**src/source/bus_pkg.sv**
```systemverilog
// Wishbone widths and the layout of the key log in system memory
// Imported by the bus master, the terminal controller and the top level

`default_nettype none

package bus_pkg;

   // Bus widths
   localparam int WB_ADR_W = 32;
   localparam int WB_DAT_W = 32;

   typedef logic [WB_ADR_W-1:0] wb_adr_t;
   typedef logic [WB_DAT_W-1:0] wb_dat_t;

   // Every transfer moves a whole word
   localparam logic [WB_DAT_W/8-1:0] WB_SEL_FULL = '1;

   // Log ring in system memory with one word per slot
   localparam wb_adr_t LOG_BASE   = 32'h3000_0000;
   localparam int      LOG_DEPTH  = 8;
   localparam int      LOG_SLOT_W = $clog2(LOG_DEPTH);

   // Press count in the upper part of a log word
   localparam int LOG_CNT_W = WB_DAT_W - 8;

endpackage

`default_nettype wire

```
**src/source/term_pkg.sv**
```systemverilog
// Keypad geometry, scan timing and HD44780 definitions for the terminal
// Imported by the keypad scanner, the terminal controller and the top level

`default_nettype none

package term_pkg;

   // Matrix size
   localparam int KP_ROWS  = 4;
   localparam int KP_COLS  = 4;
   localparam int KP_ROW_W = $clog2(KP_ROWS);
   localparam int KP_COL_W = $clog2(KP_COLS);

   // Key code is row times 4 plus column
   typedef logic [KP_ROW_W+KP_COL_W-1:0] key_code_t;

   // Clock cycles spent on each column
   localparam int SCAN_DIV   = 16;
   localparam int SCAN_DIV_W = $clog2(SCAN_DIV);

   // Full scans a key must be seen in before it counts
   localparam int DEBOUNCE_PASSES = 2;
   localparam int PASS_CNT_W      = $clog2(DEBOUNCE_PASSES + 1);

   // Function keys
   localparam key_code_t KEY_STAR = 4'd12;
   localparam key_code_t KEY_HASH = 4'd14;

   typedef logic [7:0] lcd_byte_t;

   // HD44780 commands for an 8-bit bus with two lines
   localparam lcd_byte_t LCD_FUNC_SET = 8'h38;
   localparam lcd_byte_t LCD_DISP_ON  = 8'h0C;
   localparam lcd_byte_t LCD_CLEAR    = 8'h01;

   // Enable pulse and hold time after it
   localparam int LCD_EN_CYCLES  = 4;
   localparam int LCD_GAP_CYCLES = 8;
   localparam int LCD_CNT_W      = $clog2(LCD_EN_CYCLES + LCD_GAP_CYCLES + 1);

   // Printed legend row by row, key 0 in the top byte
   localparam logic [8*KP_ROWS*KP_COLS-1:0] KEY_LEGEND = "123A456B789C*0#D";

   function automatic lcd_byte_t key_ascii(input key_code_t code);
      return KEY_LEGEND[8*(KP_ROWS*KP_COLS-1-code) +: 8];
   endfunction

endpackage

`default_nettype wire

```
**src/source/keypad_scanner.sv**
```systemverilog
// Scans a 4x4 matrix keypad one column at a time and debounces presses
// Each press gives one key_valid_o pulse and the next needs a full release

`timescale 1ns/1ps
`default_nettype none

module keypad_scanner
   import term_pkg::*;
(
   input  logic               clk,
   input  logic               arst_n_i,
   input  logic               en_i,
   input  logic [KP_ROWS-1:0] rows_i,
   output logic [KP_COLS-1:0] cols_o,
   output logic               key_valid_o,
   output key_code_t          key_o
);

   logic [SCAN_DIV_W-1:0] div_cnt;
   logic                  step;
   logic [KP_COLS-1:0]    col_n;
   logic [KP_COL_W-1:0]   col_idx;
   logic [KP_ROW_W-1:0]   row_idx;
   logic                  row_hit;
   logic                  pass_end;
   logic                  pass_hit;
   key_code_t             pass_code;
   logic                  hit_now;
   key_code_t             code_now;
   key_code_t             cand_code;
   logic [PASS_CNT_W-1:0] conf_cnt;
   logic                  wait_release;

   // Last cycle on a column, rows have settled by now
   assign step = (div_cnt == SCAN_DIV_W'(SCAN_DIV - 1));

   // Divider and one-cold column pointer
   always_ff @(posedge clk or negedge arst_n_i) begin
      if (!arst_n_i) begin
         div_cnt <= '0;
         col_n   <= {{(KP_COLS-1){1'b1}}, 1'b0};
      end else if (en_i) begin
         div_cnt <= step ? '0 : div_cnt + 1'b1;
         if (step) begin
            col_n <= {col_n[KP_COLS-2:0], col_n[KP_COLS-1]};
         end
      end else begin
         div_cnt <= '0;
      end
   end

   // All columns released while disabled
   assign cols_o = en_i ? col_n : '1;

   // Encode active column and lowest pulled-down row
   always_comb begin
      col_idx = '0;
      row_idx = '0;
      row_hit = 1'b0;
      for (int c = 0; c < KP_COLS; c++) begin
         if (!col_n[c]) begin
            col_idx = KP_COL_W'(c);
         end
      end
      for (int r = KP_ROWS - 1; r >= 0; r--) begin
         if (!rows_i[r]) begin
            row_hit = 1'b1;
            row_idx = KP_ROW_W'(r);
         end
      end
   end

   // Pass ends on the step of the last column
   assign pass_end = step && !col_n[KP_COLS-1];
   assign hit_now  = pass_hit || row_hit;
   // First key found in scan order wins
   assign code_now = pass_hit ? pass_code : {row_idx, col_idx};

   always_ff @(posedge clk or negedge arst_n_i) begin
      if (!arst_n_i) begin
         pass_hit     <= 1'b0;
         conf_cnt     <= '0;
         wait_release <= 1'b0;
         key_valid_o  <= 1'b0;
      end else begin
         key_valid_o <= 1'b0;
         if (!en_i) begin
            pass_hit <= 1'b0;
            conf_cnt <= '0;
         end else if (pass_end) begin
            pass_hit <= 1'b0;
            if (wait_release) begin
               // Released once a whole pass reads every row high
               wait_release <= hit_now;
               conf_cnt     <= '0;
            end else if (!hit_now) begin
               conf_cnt <= '0;
            end else if (conf_cnt != '0 && code_now != cand_code) begin
               // Another key showed up so count it from one
               conf_cnt <= PASS_CNT_W'(1);
            end else if (conf_cnt == PASS_CNT_W'(DEBOUNCE_PASSES - 1)) begin
               key_valid_o  <= 1'b1;
               wait_release <= 1'b1;
               conf_cnt     <= '0;
            end else begin
               conf_cnt <= conf_cnt + 1'b1;
            end
         end else if (step && row_hit) begin
            pass_hit <= 1'b1;
         end
      end
   end

   // Key codes seen during the pass
   always_ff @(posedge clk) begin
      if (step && row_hit && !pass_hit) begin
         pass_code <= {row_idx, col_idx};
      end
      if (pass_end && hit_now) begin
         cand_code <= code_now;
      end
      if (pass_end) begin
         key_o <= code_now;
      end
   end

   // Exactly one column pulled low while scanning
   a_cols_one_cold: assert property (@(posedge clk) disable iff (!arst_n_i)
      en_i |-> $onehot(~cols_o));

endmodule

`default_nettype wire

```
**src/source/wishbone_manager.sv**
```systemverilog
// Single-transfer Wishbone master for the terminal controller
// A read or write pulse starts one bus cycle and busy_o covers it

`timescale 1ns/1ps
`default_nettype none

module wishbone_manager
   import bus_pkg::*;
(
   input  logic                  clk,
   input  logic                  arst_n_i,
   // Requests from the controller
   input  logic                  write_req_i,
   input  logic                  read_req_i,
   input  wb_adr_t               adr_i,
   input  wb_dat_t               wdata_i,
   output logic                  busy_o,
   output wb_dat_t               rdata_o,
   // Wishbone side
   input  wb_dat_t               dat_i,
   input  logic                  ack_i,
   output wb_adr_t               adr_o,
   output wb_dat_t               dat_o,
   output logic [WB_DAT_W/8-1:0] sel_o,
   output logic                  we_o,
   output logic                  stb_o,
   output logic                  cyc_o
);

   typedef enum logic {WB_IDLE, WB_ACTIVE} wb_state_t;

   wb_state_t state;
   logic      req;

   assign req   = write_req_i || read_req_i;
   assign sel_o = WB_SEL_FULL;

   always_ff @(posedge clk or negedge arst_n_i) begin
      if (!arst_n_i) begin
         state  <= WB_IDLE;
         cyc_o  <= 1'b0;
         stb_o  <= 1'b0;
         we_o   <= 1'b0;
         busy_o <= 1'b0;
      end else begin
         case (state)
            WB_IDLE: begin
               busy_o <= req;
               if (req) begin
                  state <= WB_ACTIVE;
                  cyc_o <= 1'b1;
                  stb_o <= 1'b1;
                  we_o  <= write_req_i;
               end
            end
            WB_ACTIVE: begin
               // Stays busy through the cycle after the ack
               busy_o <= 1'b1;
               // Slave stretches the cycle by holding off ack
               if (ack_i) begin
                  state <= WB_IDLE;
                  cyc_o <= 1'b0;
                  stb_o <= 1'b0;
                  we_o  <= 1'b0;
               end
            end
         endcase
      end
   end

   // Address and data held for the whole cycle
   always_ff @(posedge clk) begin
      if (state == WB_IDLE && req) begin
         adr_o <= adr_i;
         dat_o <= wdata_i;
      end
      // Read data valid when busy drops
      if (state == WB_ACTIVE && ack_i) begin
         rdata_o <= dat_i;
      end
   end

   // Strobe, direction and payload held inside the cycle until the ack
   a_hold_until_ack: assert property (@(posedge clk) disable iff (!arst_n_i)
      stb_o && !ack_i |=> stb_o && cyc_o && $stable({we_o, adr_o, dat_o}));

   // Controller waits for the manager to go idle
   a_req_when_free: assert property (@(posedge clk) disable iff (!arst_n_i)
      req |-> !busy_o);

endmodule

`default_nettype wire

```
**src/source/team_01_cpu.sv**
```systemverilog
// Terminal controller of the keypad terminal
// Runs LCD power-up, logs keys over Wishbone, reads back on '#' and clears on '*'

`timescale 1ns/1ps
`default_nettype none

module team_01_cpu
   import bus_pkg::*, term_pkg::*;
(
   input  logic      clk,
   input  logic      arst_n_i,
   input  logic      en_i,
   // Keypad scanner
   input  logic      key_valid_i,
   input  key_code_t key_i,
   // Wishbone manager
   input  logic      busy_i,
   input  wb_dat_t   rdata_i,
   output logic      write_req_o,
   output logic      read_req_o,
   output wb_adr_t   adr_o,
   output wb_dat_t   wdata_o,
   // LCD pins
   output logic      lcd_en_o,
   output logic      lcd_rs_o,
   output lcd_byte_t lcd_data_o
);

   typedef enum logic [2:0] {S_INIT, S_IDLE, S_REQ, S_BUS, S_LCD} cpu_state_t;

   cpu_state_t            state;
   logic [1:0]            init_idx;
   lcd_byte_t             init_cmd;
   logic [LCD_CNT_W-1:0]  lcd_cnt;
   logic                  lcd_last;
   logic                  rd_pending;
   logic [LOG_SLOT_W-1:0] wr_slot;
   logic [LOG_SLOT_W-1:0] last_slot;
   logic [LOG_CNT_W-1:0]  press_cnt;
   logic                  accept;
   logic                  is_star;
   logic                  is_hash;
   wb_adr_t               wr_adr;
   wb_adr_t               rd_adr;

   // Power-up command sequence
   always_comb begin
      case (init_idx)
         2'd0:    init_cmd = LCD_FUNC_SET;
         2'd1:    init_cmd = LCD_DISP_ON;
         default: init_cmd = LCD_CLEAR;
      endcase
   end

   // Strobes outside idle are dropped
   assign accept  = (state == S_IDLE) && en_i && key_valid_i;
   assign is_star = (key_i == KEY_STAR);
   assign is_hash = (key_i == KEY_HASH);

   // Most recent write sits one slot behind the next free one
   assign last_slot = wr_slot - LOG_SLOT_W'(1);
   assign wr_adr    = LOG_BASE + wb_adr_t'({wr_slot, 2'b00});
   assign rd_adr    = LOG_BASE + wb_adr_t'({last_slot, 2'b00});

   // End of enable pulse plus gap
   assign lcd_last = (lcd_cnt == LCD_CNT_W'(LCD_EN_CYCLES + LCD_GAP_CYCLES));

   always_ff @(posedge clk or negedge arst_n_i) begin
      if (!arst_n_i) begin
         state       <= S_INIT;
         init_idx    <= '0;
         lcd_cnt     <= '0;
         lcd_en_o    <= 1'b0;
         lcd_rs_o    <= 1'b0;
         lcd_data_o  <= '0;
         rd_pending  <= 1'b0;
         wr_slot     <= '0;
         press_cnt   <= '0;
         write_req_o <= 1'b0;
         read_req_o  <= 1'b0;
      end else begin
         write_req_o <= 1'b0;
         read_req_o  <= 1'b0;
         case (state)
            S_INIT: begin
               if (en_i) begin
                  lcd_rs_o   <= 1'b0;
                  lcd_data_o <= init_cmd;
                  init_idx   <= init_idx + 1'b1;
                  state      <= S_LCD;
               end
            end
            S_IDLE: begin
               if (accept) begin
                  if (is_star) begin
                     // Clear screen and restart the log without bus traffic
                     lcd_rs_o   <= 1'b0;
                     lcd_data_o <= LCD_CLEAR;
                     wr_slot    <= '0;
                     press_cnt  <= '0;
                     state      <= S_LCD;
                  end else if (is_hash) begin
                     // Empty log means nothing to read back
                     if (press_cnt != '0) begin
                        read_req_o <= 1'b1;
                        rd_pending <= 1'b1;
                        state      <= S_REQ;
                     end
                  end else begin
                     write_req_o <= 1'b1;
                     rd_pending  <= 1'b0;
                     wr_slot     <= wr_slot + 1'b1;
                     press_cnt   <= press_cnt + 1'b1;
                     state       <= S_REQ;
                  end
               end
            end
            S_REQ: begin
               // busy_i rises one cycle after the request
               state <= S_BUS;
            end
            S_BUS: begin
               if (!busy_i) begin
                  lcd_rs_o   <= 1'b1;
                  lcd_data_o <= rd_pending ? rdata_i[7:0] : wdata_o[7:0];
                  state      <= S_LCD;
               end
            end
            S_LCD: begin
               // Data set on entry so enable rises a cycle later
               lcd_cnt  <= lcd_last ? '0 : lcd_cnt + 1'b1;
               lcd_en_o <= (lcd_cnt < LCD_CNT_W'(LCD_EN_CYCLES));
               if (lcd_last) begin
                  state <= (init_idx == 2'd3) ? S_IDLE : S_INIT;
               end
            end
            default: state <= S_INIT;
         endcase
      end
   end

   // Payload of the accepted key stays put until the manager takes it
   always_ff @(posedge clk) begin
      if (accept) begin
         adr_o   <= is_hash ? rd_adr : wr_adr;
         // Count in the upper bits and the character below
         wdata_o <= {press_cnt + LOG_CNT_W'(1), key_ascii(key_i)};
      end
   end

   // Character lines must not move under the enable pulse
   a_lcd_stable: assert property (@(posedge clk) disable iff (!arst_n_i)
      lcd_en_o |-> $stable({lcd_rs_o, lcd_data_o}));

endmodule

`default_nettype wire

```
**src/source/team_01.sv**
```systemverilog
// Top of the keypad terminal user area
// Wires scanner, controller and Wishbone manager and maps the GPIO pads

`timescale 1ns/1ps
`default_nettype none

module team_01
   import bus_pkg::*, term_pkg::*;
(
   input  logic                  clk,
   input  logic                  arst_n_i,
   input  logic                  en_i,
   // Breakout board pads with active low output enables
   input  logic [33:0]           gpio_in_i,
   output logic [33:0]           gpio_out_o,
   output logic [33:0]           gpio_oeb_o,
   // Wishbone to the management core
   input  wb_dat_t               dat_i,
   input  logic                  ack_i,
   output wb_adr_t               adr_o,
   output wb_dat_t               dat_o,
   output logic [WB_DAT_W/8-1:0] sel_o,
   output logic                  we_o,
   output logic                  stb_o,
   output logic                  cyc_o
);

   logic [KP_COLS-1:0] cols;
   logic               key_valid;
   key_code_t          key;
   logic               write_req;
   logic               read_req;
   wb_adr_t            req_adr;
   wb_dat_t            req_wdata;
   logic               busy;
   wb_dat_t            rdata;
   logic               lcd_en;
   logic               lcd_rs;
   lcd_byte_t          lcd_data;

   keypad_scanner scanner (
      .clk         (clk),
      .arst_n_i    (arst_n_i),
      .en_i        (en_i),
      .rows_i      (gpio_in_i[15:12]),
      .cols_o      (cols),
      .key_valid_o (key_valid),
      .key_o       (key)
   );

   wishbone_manager wb_manager (
      .clk         (clk),
      .arst_n_i    (arst_n_i),
      .write_req_i (write_req),
      .read_req_i  (read_req),
      .adr_i       (req_adr),
      .wdata_i     (req_wdata),
      .busy_o      (busy),
      .rdata_o     (rdata),
      .dat_i       (dat_i),
      .ack_i       (ack_i),
      .adr_o       (adr_o),
      .dat_o       (dat_o),
      .sel_o       (sel_o),
      .we_o        (we_o),
      .stb_o       (stb_o),
      .cyc_o       (cyc_o)
   );

   team_01_cpu cpu (
      .clk         (clk),
      .arst_n_i    (arst_n_i),
      .en_i        (en_i),
      .key_valid_i (key_valid),
      .key_i       (key),
      .busy_i      (busy),
      .rdata_i     (rdata),
      .write_req_o (write_req),
      .read_req_o  (read_req),
      .adr_o       (req_adr),
      .wdata_o     (req_wdata),
      .lcd_en_o    (lcd_en),
      .lcd_rs_o    (lcd_rs),
      .lcd_data_o  (lcd_data)
   );

   // Pad outputs with unused pads low
   always_comb begin
      gpio_out_o        = '0;
      gpio_out_o[1]     = lcd_en;
      gpio_out_o[2]     = lcd_rs;
      gpio_out_o[3]     = 1'b0;    // lcd_rw held low for write only
      gpio_out_o[11:4]  = lcd_data;
      gpio_out_o[19:16] = cols;
   end

   // LCD pads and columns drive, rows and spare pads are inputs
   always_comb begin
      gpio_oeb_o        = '1;
      gpio_oeb_o[11:1]  = '0;
      gpio_oeb_o[19:16] = '0;
   end

endmodule

`default_nettype wire

```
**config.mk**
```make
export PLATFORM = sky130hd
export DESIGN_NAME = team_01
export DESIGN_NICKNAME = d
export VERILOG_FILES = /design/src/source/bus_pkg.sv /design/src/source/term_pkg.sv /design/src/source/keypad_scanner.sv /design/src/source/wishbone_manager.sv /design/src/source/team_01_cpu.sv /design/src/source/team_01.sv
export SDC_FILE = /design/constraint.sdc
export NUM_CORES = 1
export LEC_CHECK = 0
export BUFFER_PORTS_ARGS = -buffer_cell sky130_fd_sc_hd__buf_2
export CAP_MARGIN = 40
export CORE_MARGIN = 1
export CORE_UTILIZATION = 44
export DETAILED_ROUTE_END_ITERATION = 10
export PLACE_DENSITY = 0.66
export SYNTH_ARGS = -nofsm -noshare
export SYNTH_HDL_FRONTEND = slang
export SYNTH_HIERARCHICAL = 1
export SYNTH_SLANG_ARGS = --single-unit
```
**constraint.sdc**
```tcl
create_clock -name clk -period 10 [get_ports clk]
set_input_delay 0.5 -clock clk [delete_from_list [all_inputs] [get_ports clk]]
set_output_delay 0.5 -clock clk [all_outputs]
set_load 0.1 [all_outputs]
```
Yosys cells after proc, flatten, opt, wreduce, memory -nomap -nowiden
Index checks and enable logic that the tools add are counted.
{"block": "op_classes", "add_sub_neg": 10, "n_lt_le_gt_ge": 1, "n_eq_ne": 24, "shift": 1, "mux": 78, "bitwise_logic": 2, "reduce_logical": 26}
{"cell": "variable part select 128 x 33 -> 8 bit, first input constant", "n": 1}
{"cell": "adder 30 x 5 -> 31 bit, first input constant", "n": 2}
{"cell": "two-way mux 24 bit", "n": 2}
{"cell": "two-way mux 8 bit", "n": 5}
{"cell": "two-way mux 1 bit", "n": 36}
{"cell": "two-way mux 32 bit", "n": 1}
{"cell": "two-way mux 3 bit", "n": 9}
{"cell": "adder 24 x 1 -> 24 bit, second input constant", "n": 1}
{"cell": "two-way mux 2 bit", "n": 12}
{"cell": "case mux 8 bit (3 select lines)", "n": 1}
{"cell": "nonzero test 24 bit", "n": 1}
{"cell": "two-way mux 4 bit", "n": 5}
{"cell": "== test 4 bit, second input constant", "n": 4}
{"cell": "case mux 3 bit (5 select lines)", "n": 1}
{"cell": "!= test 2 x 1 -> 1 bit, second input constant", "n": 6}
{"cell": "case mux 6 bit (2 select lines)", "n": 1}
{"cell": "AND reduction 5 bit", "n": 2}
{"cell": "logical AND 1 bit", "n": 9}
{"cell": "adder 4 x 1 -> 4 bit, second input constant", "n": 2}
{"cell": "!= test 2 bit, second input constant", "n": 4}
{"cell": "case mux 1 bit (2 select lines)", "n": 4}
{"cell": "AND reduction 2 bit", "n": 4}
{"cell": "== test 3 x 2 -> 1 bit, second input constant", "n": 2}
{"cell": "subtractor 4 x 4 -> 5 bit, first input constant", "n": 1}
{"cell": "other kinds (21)", "n": 26}
{"block": "totals", "regBits": 214, "inputBits": 70, "output_inout_bits": 139}

Longest topological paths before layout
Gate-level depths: netlist of the first run.
{"block": "depth", "ltp_word": 12, "ltp_mapped": 8, "mapped_depth_nobuf": 7}

Cells and area by module
Netlist of the first run, hierarchy kept.
{"mod": "team_01_cpu", "instances": 1, "cells_each": 423, "area_per_inst_um2": 4654.5, "seq_area_each_um2": 2247.2}
{"mod": "wishbone_manager", "instances": 1, "cells_each": 118, "area_per_inst_um2": 3098.0, "seq_area_each_um2": 2982.9}
{"mod": "keypad_scanner", "instances": 1, "cells_each": 94, "area_per_inst_um2": 1203.7, "seq_area_each_um2": 689.4}
{"mod": "team_01", "instances": 1, "cells_each": 58, "area_per_inst_um2": 427.9, "seq_area_each_um2": 0.0}

Worst setup path after synthesis of the first run
No wires, ideal clock.
{"block": "synth_path", "kind": "register to register", "start": "register wb_manager.state", "end": "register wb_manager.adr_o[0], enable pin", "t_arrival_ps": 3120, "required_time_ps": 9513, "slack_ps": 6393, "path_stages_with_launch": 2, "path_buffers": 0, "cell_sequence": "dfrtp_1 nor2_1"}
{"block": "synth_via", "elab_chain_cells": 2}
{"item": "start: declaration", "line": "wishbone_manager.sv:32", "rtl": "wb_state_t state;"}
{"item": "start signal: assignment", "line": "wishbone_manager.sv:40", "rtl": "state <= WB_IDLE;"}
{"item": "start signal: assignment", "line": "wishbone_manager.sv:50", "rtl": "state <= WB_ACTIVE;"}
{"item": "start signal: assignment", "line": "wishbone_manager.sv:61", "rtl": "state <= WB_IDLE;"}
{"item": "inverter 1 bit", "line": "wishbone_manager.sv:73", "rtl": "if (state == WB_IDLE && req) begin"}
{"item": "logical AND 1 bit", "line": "wishbone_manager.sv:73"}
{"item": "end signal: assignment", "line": "wishbone_manager.sv:74", "rtl": "adr_o <= adr_i;"}
{"item": "end: declaration", "line": "wishbone_manager.sv:22", "rtl": "output wb_adr_t adr_o,"}
Every way passes these cells.
A chain may end at the register's enable or synchronous reset.

Worst setup path in the final report of the first run
{"block": "layout_path", "start": "register scanner.key_o[1]", "end": "register cpu.press_cnt[14]"}
{"block": "layout_via", "elab_chain_cells": 3, "word_cells_on_any_way": 5, "classes_between": "3 x eq/ne; 1 x mux; 1 x reduce/logical"}
{"item": "start: declaration", "line": "keypad_scanner.sv:16", "rtl": "output key_code_t key_o"}
{"item": "start signal: assignment", "line": "keypad_scanner.sv:123", "rtl": "key_o <= code_now;"}
{"item": "== test 4 bit, on equally long branches", "line": "team_01_cpu.sv:58, team_01_cpu.sv:57"}
{"item": "!= test 2 x 1 -> 1 bit (no line)"}
{"item": "AND reduction 3 bit (no line)"}
{"item": "end signal: assignment", "line": "team_01_cpu.sv:113", "rtl": "press_cnt <= press_cnt + 1'b1;"}
{"item": "end: declaration", "line": "team_01_cpu.sv:39", "rtl": "logic [LOG_CNT_W-1:0] press_cnt;"}
Parallel ways exist; a longest one is shown, timed or not.

==> results.py, run 1 <==
metrics = {
    "detailed_routing": {
        "postRouteAntennaNets": 0,
        "first_pass_iters": 4,
        "routed_via_density": 4.69,
        "vias": 4835,
        "drc": 0,
        "initialDrtViolationCount": 225,
        "drt_wl_total_um": 13600,
        "wl_per_cell_um": 13.2,
    },
    "clock_tree": {
        "cts-resized-gates": 0,
        "cts_sinks": 184,
        "clk_pin_slew_ns": 0.07,
        "htree_levels": 4,
        "clkLatencyLatePin_ns": 0.43,
        "ctsHoldBuffers": 0,
        "cts_buffer_depth": 2,
        "post_cts.repair.setup_buffers": 0,
        "cts_tree": "built",
        "cts_buffers": 17,
        "cts_root_buf": "clkbuf_16",
    },
    "power": {
        "leakage_nw": 4.08,
        "ir_worst_vdd_uv": 115,
        "powerDensity_nw_per_um2": 198,
        "finalPower_mw": 1.90,
    },
    "synthesis": {
        "yosys_warnings": 6,
        "syn_area_um2": 8660,
        "synthCells": 669,
        "synth_area_per_cell_um2": 12.9,
    },
    "timing": {
        "slew-limit-headroom": 0.477,
        "finalMaxSlewViolations": 0,
        "clock.fmax_ghz": 0.376,
        "min_period_ns": 2.66,
        "fin_tns_setup_ns": 0,
        "timing.final.crit_share": 0.266,
        "setup_viol": 0,
        "skew_ns": 0.0100,
        "worst_pin_slew_ns": 0.785,
        "hold_viol": 0,
        "rsz0062_at_grt": "no",
    },
    "global_routing": {
        "busiest_layer": "met2",
        "grt_max_degree": 65,
        "gr-total-overflow": 0,
        "grt_usage": 0.144,
        "use_met1": 0.181,
        "grt_pass1_vias": 4431,
        "met2_usage": 0.239,
        "grt_first_pass_wirelength_um": 22400,
        "antenna_found_initial": 0,
        "gr-usage-met3": 0.0340,
    },
    "critical_path": {
        "r2r-start": "scanner/key_o[1]",
        "crit_path_start": "scanner/key_o[1]",
        "critPathLaunchType": "flip-flop",
        "critPathArrivalTime_ns": 2.97,
        "worstPathMaxFanout": 26,
        "critPathKind": "reg2reg",
        "crit_required_ns": 10.31,
        "endpoint_kind": "flip-flop",
    },
    "cells_and_area": {
        "design_area_um2": 9600,
        "drive_above_1_share": 0.243,
        "most-common-layout-cells": "118 x edfxtp_1, 96 x buf_2, 88 x conb_1",
        "final_common_cell": "edfxtp_1",
        "syn2layout_area_growth_pct": 10.8,
        "final_util": 0.505,
        "fin_nets": 842,
        "fillers": 1684,
        "n_antenna_cell": 0,
    },
    "run": {
        "max_cap_viol_count": 0,
    },
    "place": {
        "dpl.hpwl_um": 9320,
        "portBuffers": 96,
        "gp_congestion": 0.767,
        "place_area_um2": 9000,
    },
    "floorplan": {
        "die_h_um": 142,
        "row_count": 50,
        "design.die.area_um2": 20300,
        "start_util": 0.456,
        "die_w_um": 142,
        "core_area_um2": 19000,
        "ios": 209,
    },
    "hold_path": {
        "hold_class": "in2async",
    },
    "status": {
        "outcome": "finished clean",
    },
}
worst max-delay path: stages, from the launching register on:
cell and delay (ns):
edfxtp_1 0.45, inv_1 0.13, ha_1 0.25, nand3_1 0.19
nand4_2 0.45, clkinv_2 0.48, and2_1 0.32, mux2_4 0.26
stage by stage:
stage	setup slack, ns	hold slack [ns]	std cells
floorplan	6.39	0.204	752
global placement	7.35	0.401	996
detailed placement	7.32	0.405	998
CTS	7.29	0.0999	1030
global route	7.13	0.125	1030
finish	7.34	0.0970	1030
area by class of cell:
cell class / instances / area [um2] / share of cell area
Inverter: 25 / 95.1 / 0.00991
Multi-Input combinational cell: 428 / 2850 / 0.297
Tap cell: 260 / 325 / 0.0339
Sequential cell: 184 / 5200 / 0.542
Timing Repair Buffer: 101 / 534 / 0.0557
Clock buffer: 18 / 439 / 0.0458
Clock inverter: 14 / 155 / 0.0162
registers in the layout, summed over array words and instances (netlist names), 2 cells and up:
name                flops
cpu/wdata_o            31
scanner/div_cnt         4
wb_manager/dat_o       32
scanner/pass_code       4
scanner/col_n           4
cpu/wr_slot             3
cpu/adr_o               3
cpu/press_cnt          24
cpu/lcd_cnt             4
wb_manager/rdata_o      8
cpu/state               3
cpu/init_idx            2
scanner/conf_cnt        2
scanner/cand_code       4
cpu/lcd_data_o          8
wb_manager/adr_o       32
scanner/key_o           4
report_power, final:
part	switching (mW)	total, mW	internal [mW]
clock	0.290	0.671	0.381
combinational	0.283	0.357	0.0734
sequential	0.0316	0.871	0.839
total	0.605	1.90	1.29
final timing paths:
check                                        end  slack (ns)  depth (start not counted)
max reg2reg                    cpu/press_cnt[14]        7.34                          7
min                             scanner/pass_hit         0.1                          2
min in group clk           wb_manager/rdata_o[7]        0.25                          1
max                            cpu/press_cnt[14]        7.34                          7
max in group asynchronous      cpu/press_cnt[21]        9.35                          3
min reg2reg                 wb_manager/dat_o[21]        0.42                          0
metal layers:
metal  vias up  routed length, um
met4         0                166
met5         -                  0
met1      2294               6230
li1       2392                  -
met3        12                605
met2       137               6620
No activity file was read; power rests on OpenSTA's default activity.
==> run 2: changes to the inputs <==
Settings changed: ABC_AREA set to 1.
Clock period 10 ns to 2.6 ns, I/O delays scaled along.
==> run 2 against run 1 <==
Against the previous run: hold slack got worse by 0.053 ns; design area unchanged; core utilization increased by 0.67 points; clock power increased to 3.9 times the previous value; largest cell class unchanged; largest power group unchanged; highest routed layer unchanged.
==> results.py, run 2 <==
metrics = {
    "hold_path": {
        "hold_start": "gpio_in_i[13]",
        "hold_class": "in2reg",
    },
    "floorplan": {
        "design.die.area_um2": 19800,
        "ios": 209,
        "die_h_um": 141,
        "row_count": 50,
        "die_w_um": 141,
        "start_util": 0.452,
        "core_area_um2": 18800,
    },
    "global_routing": {
        "grt_pass1_vias": 4852,
        "antenna_found_initial": 0,
        "grt_usage": 0.149,
        "gr-total-overflow": 0,
        "grt_max_degree": 60,
        "grt_first_pass_wirelength_um": 22900,
    },
    "critical_path": {
        "critPathArrivalTime_ns": 2.02,
        "cpPeakStageDelay_ns": 0.38,
        "path_cells": "ha_1, nand2_1, inv_1, nand2_1, nor2_1, inv_1, nor2_1",
        "rrSetupSlack_ns": 0.68,
        "cp.buffers_inverters": 2,
        "critPathKind": "reg2reg",
        "r2r-start": "scanner/div_cnt[0]",
        "critPathLaunchType": "flip-flop",
        "endpoint_kind": "flip-flop",
        "critical_path.top_delay_family": "simple AND/OR/NAND/NOR gates",
        "slowest_stage": "nor2_1",
        "crit_required_ns": 2.70,
        "crit_path_start": "scanner/div_cnt[0]",
        "worstPathMaxFanout": 5,
    },
    "synthesis": {
        "syn_area_um2": 8480,
        "synthCells": 799,
        "yosys_warnings": 6,
        "synth_area_per_cell_um2": 10.6,
    },
    "detailed_routing": {
        "vias": 5203,
        "drc": 0,
        "wl_per_cell_um": 12.1,
        "postRouteAntennaNets": 0,
        "first_pass_iters": 5,
        "drt_wl_total_um": 14000,
        "routed_via_density": 4.48,
        "initialDrtViolationCount": 338,
    },
    "run": {
        "max_cap_viol_count": 0,
    },
    "timing": {
        "timing.final.crit_share": 0.740,
        "rsz0062_at_grt": "no",
        "setup_viol": 0,
        "worst_pin_slew_ns": 0.508,
        "hold_viol": 0,
        "clock.fmax_ghz": 0.520,
        "slew-limit-headroom": 0.659,
        "min_period_ns": 1.92,
        "fin_tns_setup_ns": 0,
        "holdWs_ns": 0.0441,
        "finalMaxSlewViolations": 0,
        "skew_ns": 0.0100,
    },
    "power": {
        "powerDensity_nw_per_um2": 775,
        "leakage_nw": 4.46,
        "ir_worst_vdd_uv": 462,
    },
    "place": {
        "dpl.hpwl_um": 9700,
        "gp_congestion": 0.816,
        "portBuffers": 96,
    },
    "cells_and_area": {
        "final_common_cell": "nand2_1",
        "most-common-layout-cells": "185 x nand2_1, 118 x edfxtp_1, 96 x buf_2",
        "drive_above_1_share": 0.180,
        "fillers": 1695,
        "fin_nets": 999,
        "final_util": 0.511,
        "top_regs": "wb_manager/adr_o (32), wb_manager/dat_o (32), cpu/wdata_o (31)",
        "n_antenna_cell": 0,
        "syn2layout_area_growth_pct": 13.3,
    },
    "clock_tree": {
        "cts_buffers": 17,
        "cts-resized-gates": 0,
        "cts_root_buf": "clkbuf_16",
        "clkLatencyLatePin_ns": 0.43,
        "cts_buffer_depth": 2,
        "cts_tree": "built",
        "clk_pin_slew_ns": 0.07,
        "cts_sinks": 184,
        "htree_levels": 4,
    },
    "status": {
        "outcome": "finished clean",
    },
}
[run 2: repair_timing]
| action | 4_1_cts | 5_1_grt |
|---|---|---|
| endpoints found under the hold margin | 73 | 0 |
| hold buffers | 10 | 0 |
| setup buffers | 0 | 0 |
[run 2: through the flow]
stage | instances | setup slack [ns] | power (mW) | instance area [um2]
global placement | 1118 | 0.710 | 4.83 | 8870
finish | 1161 | 0.676 | 7.44 | 9600
global route | 1161 | 0.399 | 7.77 | 9600
floorplan | 882 | 0.210 | 4.76 | 8790
CTS | 1161 | 0.635 | 7.52 | 9600
detailed placement | 1119 | 0.629 | 4.86 | 8900
[run 2: power by group]
part	switching, mW	internal (mW)
sequential	0.0877	3.23
combinational	1.23	0.269
clock	1.10	1.53
total	2.42	5.02
[run 2: worst paths after layout]
check / endpoint / cells after the start
min in group asynchronous: cpu/lcd_data_o[3] / 3
max reg2reg: scanner/cand_code[0] / 7
min: scanner/pass_code[2] / 2
max: scanner/cand_code[0] / 7
min reg2reg: wb_manager/dat_o[8] / 0
max in group asynchronous: scanner/col_n[2] / 4
[run 2: layout make-up]
class                   instances  area (um2)  share of cell area
repair buffers                110         643              0.0670
clock inverters                13         169              0.0176
well taps                     234         293              0.0305
flip-flops and latches        184        5200               0.542
multi-input cells             507        2500               0.261
clock buffers                  19         433              0.0451
inverters                      94         358              0.0373
[run 2: routing by layer]
metal	routed length (um)	GRT usage
met3	661	0.0394
met5	0	0
met1	6230	0.183
met4	248	0.0629
met2	6850	0.251
